<file path="src/dbg_settings.svh">
/*
 Build settings for the JTAG debug-register path.
 DBG_SYNC_STAGES must be 3 or more; each jtck level has to be held for
 at least DBG_SYNC_STAGES+2 clk48m cycles.
 The command layout assumes DBG_WORD_W is 32; DBG_REG_COUNT is at most 64.
*/
`ifndef DBG_SETTINGS_SVH
`define DBG_SETTINGS_SVH

// depth of the jtck/jtdi sampling chain in clk48m
`define DBG_SYNC_STAGES 4

// data register width, fixed by the command layout
`define DBG_WORD_W 32

// number of 24-bit control registers
`define DBG_REG_COUNT 4

`endif

</file>
<file path="src/dbg_pkg.sv">
/*
 Types shared by the debug-register path.
 A captured word is read as a command for user register 1 (IR 0x32)
 and as a raw mailbox word for user register 2 (IR 0x38).
*/
`default_nettype none

`include "dbg_settings.svh"

package dbg_pkg;

	// command opcodes, top two bits of the word
	typedef enum logic [1:0] {
		OP_NOP   = 2'd0,
		OP_WRITE = 2'd1,
		OP_READ  = 2'd2,
		OP_CLEAR = 2'd3
	} dbg_op_t;

	// 32-bit command layout, msb first
	typedef struct packed {
		dbg_op_t     op;   // 31..30
		logic [5:0]  addr; // 29..24
		logic [23:0] data; // 23..0
	} dbg_cmd_t;

	// one captured word, two views of it
	typedef union packed {
		logic [`DBG_WORD_W-1:0] raw;
		dbg_cmd_t               cmd;
	} dbg_word_u;

	// reply top byte when addr is out of range
	localparam logic [7:0] DBG_ERR_TAG = 8'hEE;

endpackage

`default_nettype wire

</file>
<file path="src/dbg_cmd_exec.sv">
/*
 Applies captured debug words one cycle after word_valid.
 Select 0 decodes a command on the control registers and builds a reply;
 select 1 forwards the raw word to the mailbox with a one-cycle strobe.
 Addresses at or beyond DBG_REG_COUNT change nothing and reply with an error tag.
*/
`timescale 1ns/1ps
`default_nettype none

`include "dbg_settings.svh"

module dbg_cmd_exec (
	input  wire                           clk48m,
	input  wire                           jrstn,
	input  wire                           word_valid,
	input  wire dbg_pkg::dbg_word_u       word,
	input  wire                           word_sel,
	output logic [`DBG_REG_COUNT*24-1:0]  ctrl_regs, // reg i at [i*24 +: 24]
	output logic [31:0]                   reply,
	output logic [31:0]                   mbox_word,
	output logic                          mbox_strobe
);

	import dbg_pkg::*;

	localparam int NREG  = `DBG_REG_COUNT;
	localparam int REG_W = 24;

	dbg_cmd_t         cmd;
	logic             addr_ok;
	logic [REG_W-1:0] rd_data;

	assign cmd = word.cmd;

	// addr is 6 bits, count may be 64, so compare one bit wider
	assign addr_ok = ({1'b0, cmd.addr} < 7'(NREG));

	// read mux over the register bank
	always_comb begin
		rd_data = '0;
		for (int i = 0; i < NREG; i++) begin
			if (cmd.addr == 6'(i)) begin
				rd_data = ctrl_regs[i*REG_W +: REG_W];
			end
		end
	end

	always_ff @(posedge clk48m) begin
		if (!jrstn) begin
			ctrl_regs   <= '0;
			reply       <= '0;
			mbox_word   <= '0;
			mbox_strobe <= 1'b0;
		end else begin
			mbox_strobe <= 1'b0;
			if (word_valid) begin
				if (word_sel) begin
					// mailbox path, reply untouched
					mbox_word   <= word.raw;
					mbox_strobe <= 1'b1;
				end else if (!addr_ok) begin
					reply <= {DBG_ERR_TAG, {REG_W{1'b0}}};
				end else begin
					case (cmd.op)
						OP_WRITE: begin
							for (int i = 0; i < NREG; i++) begin
								if (cmd.addr == 6'(i)) begin
									ctrl_regs[i*REG_W +: REG_W] <= cmd.data;
								end
							end
							reply <= {cmd.op, cmd.addr, cmd.data};
						end
						OP_READ: begin
							reply <= {cmd.op, cmd.addr, rd_data};
						end
						OP_CLEAR: begin
							ctrl_regs <= '0; // whole bank, addr only echoed
							reply     <= {cmd.op, cmd.addr, {REG_W{1'b0}}};
						end
						default: begin // nop
							reply <= {cmd.op, cmd.addr, {REG_W{1'b0}}};
						end
					endcase
				end
			end
		end
	end

endmodule

`default_nettype wire

</file>
<file path="src/dr_shifter.sv">
/*
 JTAG data register in the clk48m domain, LSB shifted in first.
 Acts one cycle after each tck_rise. The last captured word and select
 hold until the next update; word_valid marks a fresh capture.
 No TDO path is provided.
*/
`timescale 1ns/1ps
`default_nettype none

`include "dbg_settings.svh"

module dr_shifter (
	input  wire                    clk48m,
	input  wire                    jrstn,
	input  wire                    tck_rise,
	input  wire                    s_tdi,
	input  wire                    s_shift,
	input  wire                    s_update,
	input  wire                    s_ce1,
	input  wire                    s_ce2,
	output logic                   word_valid,
	output dbg_pkg::dbg_word_u     word,
	output logic                   word_sel
);

	localparam int W = `DBG_WORD_W;

	logic [W-1:0] sh_reg;    // shift chain
	logic         old_shift; // shift level at the previous edge
	logic         pend_sel;  // 0 = IR 0x32, 1 = IR 0x38

	// shift state machine; jshift is high on the edge that enters
	// shift-dr, so the bit is taken one edge later
	always_ff @(posedge clk48m) begin
		if (!jrstn) begin
			sh_reg     <= '0;
			old_shift  <= 1'b0;
			pend_sel   <= 1'b0;
			word_valid <= 1'b0;
		end else begin
			word_valid <= 1'b0;
			if (tck_rise) begin
				if (old_shift) begin
					sh_reg <= {s_tdi, sh_reg[W-1:1]};
				end
				if (s_ce1 || s_ce2) begin
					pend_sel <= s_ce2;
				end
				if (s_update) begin
					word_valid <= 1'b1;
				end
				old_shift <= s_shift;
			end
		end
	end

	// captured word, only qualified by word_valid
	always_ff @(posedge clk48m) begin
		if (tck_rise && s_update) begin
			word.raw <= sh_reg;
			word_sel <= pend_sel;
		end
	end

endmodule

`default_nettype wire

</file>
<file path="src/jtag_dbg_top.sv">
/*
 Debug-register path top level: sampler, DR shifter, command executor.
 The JTAG primitive outputs arrive as plain levels; clk48m must run
 much faster than jtck. There is no TDO and no back-pressure.
*/
`timescale 1ns/1ps
`default_nettype none

`include "dbg_settings.svh"

module jtag_dbg_top (
	input  wire                           clk48m,
	input  wire                           jrstn,
	input  wire                           jtck,
	input  wire                           jtdi,
	input  wire                           jshift,
	input  wire                           jupdate,
	input  wire                           jce1,
	input  wire                           jce2,
	output logic [`DBG_REG_COUNT*24-1:0]  ctrl_regs,
	output logic [31:0]                   reply,
	output logic [31:0]                   mbox_word,
	output logic                          mbox_strobe
);

	import dbg_pkg::*;

	// sampler to shifter
	logic tck_rise;
	logic s_tdi;
	logic s_shift;
	logic s_update;
	logic s_ce1;
	logic s_ce2;

	// shifter to executor
	logic      word_valid;
	dbg_word_u word;
	logic      word_sel;

	tck_sampler u_sampler (
		.clk48m   (clk48m),
		.jrstn    (jrstn),
		.jtck     (jtck),
		.jtdi     (jtdi),
		.jshift   (jshift),
		.jupdate  (jupdate),
		.jce1     (jce1),
		.jce2     (jce2),
		.tck_rise (tck_rise),
		.s_tdi    (s_tdi),
		.s_shift  (s_shift),
		.s_update (s_update),
		.s_ce1    (s_ce1),
		.s_ce2    (s_ce2)
	);

	dr_shifter u_shifter (
		.clk48m     (clk48m),
		.jrstn      (jrstn),
		.tck_rise   (tck_rise),
		.s_tdi      (s_tdi),
		.s_shift    (s_shift),
		.s_update   (s_update),
		.s_ce1      (s_ce1),
		.s_ce2      (s_ce2),
		.word_valid (word_valid),
		.word       (word),
		.word_sel   (word_sel) // 0 for IR 0x32, 1 for IR 0x38
	);

	dbg_cmd_exec u_exec (
		.clk48m      (clk48m),
		.jrstn       (jrstn),
		.word_valid  (word_valid),
		.word        (word),
		.word_sel    (word_sel),
		.ctrl_regs   (ctrl_regs),
		.reply       (reply),
		.mbox_word   (mbox_word),
		.mbox_strobe (mbox_strobe)
	);

endmodule

`default_nettype wire

</file>
<file path="src/tck_sampler.sv">
/*
 Samples the JTAG primitive outputs into clk48m.
 All six inputs go through DBG_SYNC_STAGES flops; the tck edge is taken
 at the oldest end of the chain, so data levels line up with tck_rise.
 jtck must stay in each level for at least DBG_SYNC_STAGES+2 cycles.
*/
`timescale 1ns/1ps
`default_nettype none

`include "dbg_settings.svh"

module tck_sampler (
	input  wire  clk48m,
	input  wire  jrstn,
	input  wire  jtck,
	input  wire  jtdi,
	input  wire  jshift,
	input  wire  jupdate,
	input  wire  jce1,
	input  wire  jce2,
	output logic tck_rise,
	output logic s_tdi,
	output logic s_shift,
	output logic s_update,
	output logic s_ce1,
	output logic s_ce2
);

	localparam int N = `DBG_SYNC_STAGES;

	// bit positions inside one sample
	localparam int B_TCK    = 0;
	localparam int B_TDI    = 1;
	localparam int B_SHIFT  = 2;
	localparam int B_UPDATE = 3;
	localparam int B_CE1    = 4;
	localparam int B_CE2    = 5;

	logic [5:0]        pins;
	logic [N-1:0][5:0] samp; // [0] newest, [N-1] oldest

	assign pins = {jce2, jce1, jupdate, jshift, jtdi, jtck};

	always_ff @(posedge clk48m) begin
		if (!jrstn) begin
			samp <= '0;
		end else begin
			samp <= {samp[N-2:0], pins};
		end
	end

	// oldest still low, next one already high
	assign tck_rise = !samp[N-1][B_TCK] && samp[N-2][B_TCK];

	// levels seen just before the edge, same depth as the tck sample
	assign s_tdi    = samp[N-1][B_TDI];
	assign s_shift  = samp[N-1][B_SHIFT];
	assign s_update = samp[N-1][B_UPDATE];
	assign s_ce1    = samp[N-1][B_CE1];
	assign s_ce2    = samp[N-1][B_CE2];

endmodule

`default_nettype wire
</file>
<file path="config.mk">
export PLATFORM = sky130hd
export DESIGN_NAME = jtag_dbg_top
export DESIGN_NICKNAME = d
export VERILOG_FILES = /design/src/dbg_pkg.sv /design/src/dbg_cmd_exec.sv /design/src/dr_shifter.sv /design/src/jtag_dbg_top.sv /design/src/tck_sampler.sv
export VERILOG_INCLUDE_DIRS = /design/src
export SDC_FILE = /design/constraint.sdc
export NUM_CORES = 1
export LEC_CHECK = 0
export BUFFER_PORTS_ARGS = -buffer_cell sky130_fd_sc_hd__buf_2
export CORE_MARGIN = 8
export CORE_UTILIZATION = 51
export DETAILED_ROUTE_END_ITERATION = 7
export PLACE_DENSITY = 0.78
export SLEW_MARGIN = 40
export SYNTH_ARGS = -nofsm -noshare
export SYNTH_HDL_FRONTEND = slang
export SYNTH_HIERARCHICAL = 1
export SYNTH_SLANG_ARGS = --single-unit
</file>
<file path="constraint.sdc">
create_clock -name clk48m -period 2.23 [get_ports clk48m]
set_input_delay 0.446 -clock clk48m [delete_from_list [all_inputs] [get_ports clk48m]]
set_output_delay 0.446 -clock clk48m [all_outputs]
set_load 0.03 [all_outputs]
</file>
==> impl_metrics.tcl <==
set metrics [dict create \
    timing.hold.ws_ns 0.146 \
    power_density_nw_per_um2 736 \
    chipWidth_um 158 \
    grt_pass1_vias 7107 \
    worst_setup_path_start_kind "flip-flop" \
    synth_largest_area_cell "dfxtp_1" \
    viasPerCell 5.23 \
    drt_first_pass_iters 4 \
    portBuffers 168 \
    vdd_ir_drop_max_uv 759 \
    syn_area_um2 10300 \
    tightest_slew_ns 0.641 \
    synth-xor-area-share_pct 0 \
    ys_seq_area_share_pct 52.3 \
    synth_compound_area_share_pct 9.06 \
    synth_nets 950 \
    critical_path_required_ns 2.66 \
    min_path_cells 2 \
    cts_root_buf "clkbuf_16" \
    nNetsFinal 1104 \
    slew-limit-headroom_pct 57.3 \
    grt_start_max_net_pins 49 \
    start_util_pct 51.5 \
    layout_common_cells "220 x dfxtp_1, 167 x buf_2, 128 x mux2i_1" \
    slew_violations 0 \
    rows 52 \
    final_common_cell "dfxtp_1" \
    cts_buffers 26 \
    vias 7229 \
    grt_pass1_wl_um 38600 \
    p_leak_uw 0.00496 \
    largest_reg_flops 96 \
    antennaDiodeCount 0 \
    synthMuxAreaShare_pct 17.7 \
    rsz0062_at_grt "no" \
    final_util_pct 61.3 \
    finalHoldViolCount 0 \
    yosys.area_share.simple_pct 16.4 \
    final_antenna_net_count 0 \
    synth.avg_cell_area_um2 11.0 \
    grt_util_all_layers_pct 19.2 \
    finalSetupTns_ns 0 \
    hpwl_um 17100 \
    gp_congestion 0.826 \
    post-cts-setup-buffers 0 \
    synth_top_family_by_area "multiplexers" \
    fmax_ghz 0.491 \
    dieArea_um2 25000 \
    htreeDepth 1 \
    maxCapViolCount 0 \
    syn_inst 939 \
    fin_skew_ns 0.0164 \
    reg2regPathDepth 6 \
    status "finished, final reports clean" \
    syn_to_final_growth_pct 19.0 \
    antenna_found_initial 0 \
    synth_seq_cells 253 \
    clkLatencyLatePin_ns 0.52 \
    largest_register "u_exec/ctrl_regs" \
    power_uw 9040 \
    die_h_um 158 \
    cts_tree "yes" \
    ys_types 39 \
    cts_resized 0 \
    coreArea_um2 20000 \
    min_period_ns 2.04 \
    drt_wl_total_um 24700 \
    drt_iter0_drc 453 \
    synth.top_cell.area_share_pct 42.7 \
    cts_max_path_buffers 3 \
    crit_fanout 24 \
    hp-class "in2reg" \
    path_class "reg2reg" \
    ys_warn_count 6 \
    cts_hold_buffers 0 \
    drc 0 \
    finalCritPeriodShare_pct 91.3 \
    grt_overflow 0 \
    finalSetupViolCount 0 \
    io_pins 169 \
    synthAdderAreaFrac_pct 0.364 \
    arrival_ns 2.47 \
    clkSlewWorstSetupHoldPaths_ns 0.06 \
    cp-end-kind "flip-flop" \
    clock-sinks 253 \
    wl_per_cell_um 17.9 \
    drive_above_1_share_pct 30.3 \
    synth_area_leaders "dfxtp_1 43%, mux2i_1 12%, edfxtp_1 9.6%" \
]
routing by layer:
metal | global-route usage, % | part of all wire, %
met1 | 24.1 | 42
met2 | 31.8 | 47
met3 | 4.18 | 7.0
met4 | 7.09 | 3.3
met5 | 0 | 0
worst paths after layout:
kind,start,to,slack (ns)
hold / removal,jtck,u_sampler/samp[0],0.15
hold reg to reg,u_shifter/sh_reg[2],u_shifter/word[2],0.42
setup reg to reg,u_shifter/word_sel,u_exec/reply[10],0.19
setup / recovery,u_shifter/word_sel,u_exec/reply[10],0.19
worst max-delay path, stage by stage, from the launching register on:
cell	delay, ns
edfxtp_1	0.45
nand2b_1	0.46
buf_4	0.32
nor3_4	0.15
buf_4	0.29
o21ai_0	0.13
a21oi_1	0.15
kinds of logic (layout without fill, tap and decap cells):
kind of cell,count (synthesis),in the layout
buffers and inverters,71,245
adders and majority gates,3,3
AOI/OAI and AO/OA,138,138
DFF,253,253
muxes,176,176
and+or+nand+nor,298,298
stage by stage:
step	instance area (um^2)	worst slack, ns	cells
final	12300	0.193	1383
after global routing	12300	0.0803	1383
after CTS	12300	0.194	1383
after detailed placement	11400	0.205	1335
after global placement	11400	0.283	1335
after floorplan	10300	0.112	939
cell usage after synthesis:
cell type	instances
dfxtp_1	220
mux2i_1	128
nand2_1	102
nor2b_1	99
a21oi_1	48
mux2_2	48
clkbuf_1	45
a21boi_0	33
edfxtp_1	33
and2_1	32
and2b_2	24
o221ai_1	24
and2_2	19
o21ai_0	14
o21ai_1	11
buf_2	6
buf_6	6
buf_8	6
nor2_1	6
a211oi_4	3
buf_12	3
ha_1	3
o221a_2	3
and3_1	2
and3_2	2
buf_1	2
inv_1	2
nand2b_1	2
nand3_1	2
nand3b_1	2
a211o_1	1
a31o_2	1
and2_4	1
clkbuf_2	1
nand4_1	1
nor3_2	1
nor4_1	1
or3b_1	1
or4_4	1
report_power, final:
group / switching, uW / leakage (uW) / total [uW] / internal, uW
Sequential: 2.77 / 0.00214 / 4620 / 4620
Clock: 1710 / 0.000421 / 4300 / 2590
Combinational: 58.5 / 0.00240 / 119 / 60.1
cell type report:
type	count	area, um^2
flip-flops and latches	253	5400
inverters	2	7.51
clock inverters	8	93.8
clock buffers	40	764
multi-input cells	615	4490
fillers	1612	7760
repair buffers	195	1180
well taps	270	338
Power figures use the tool's default switching activity.
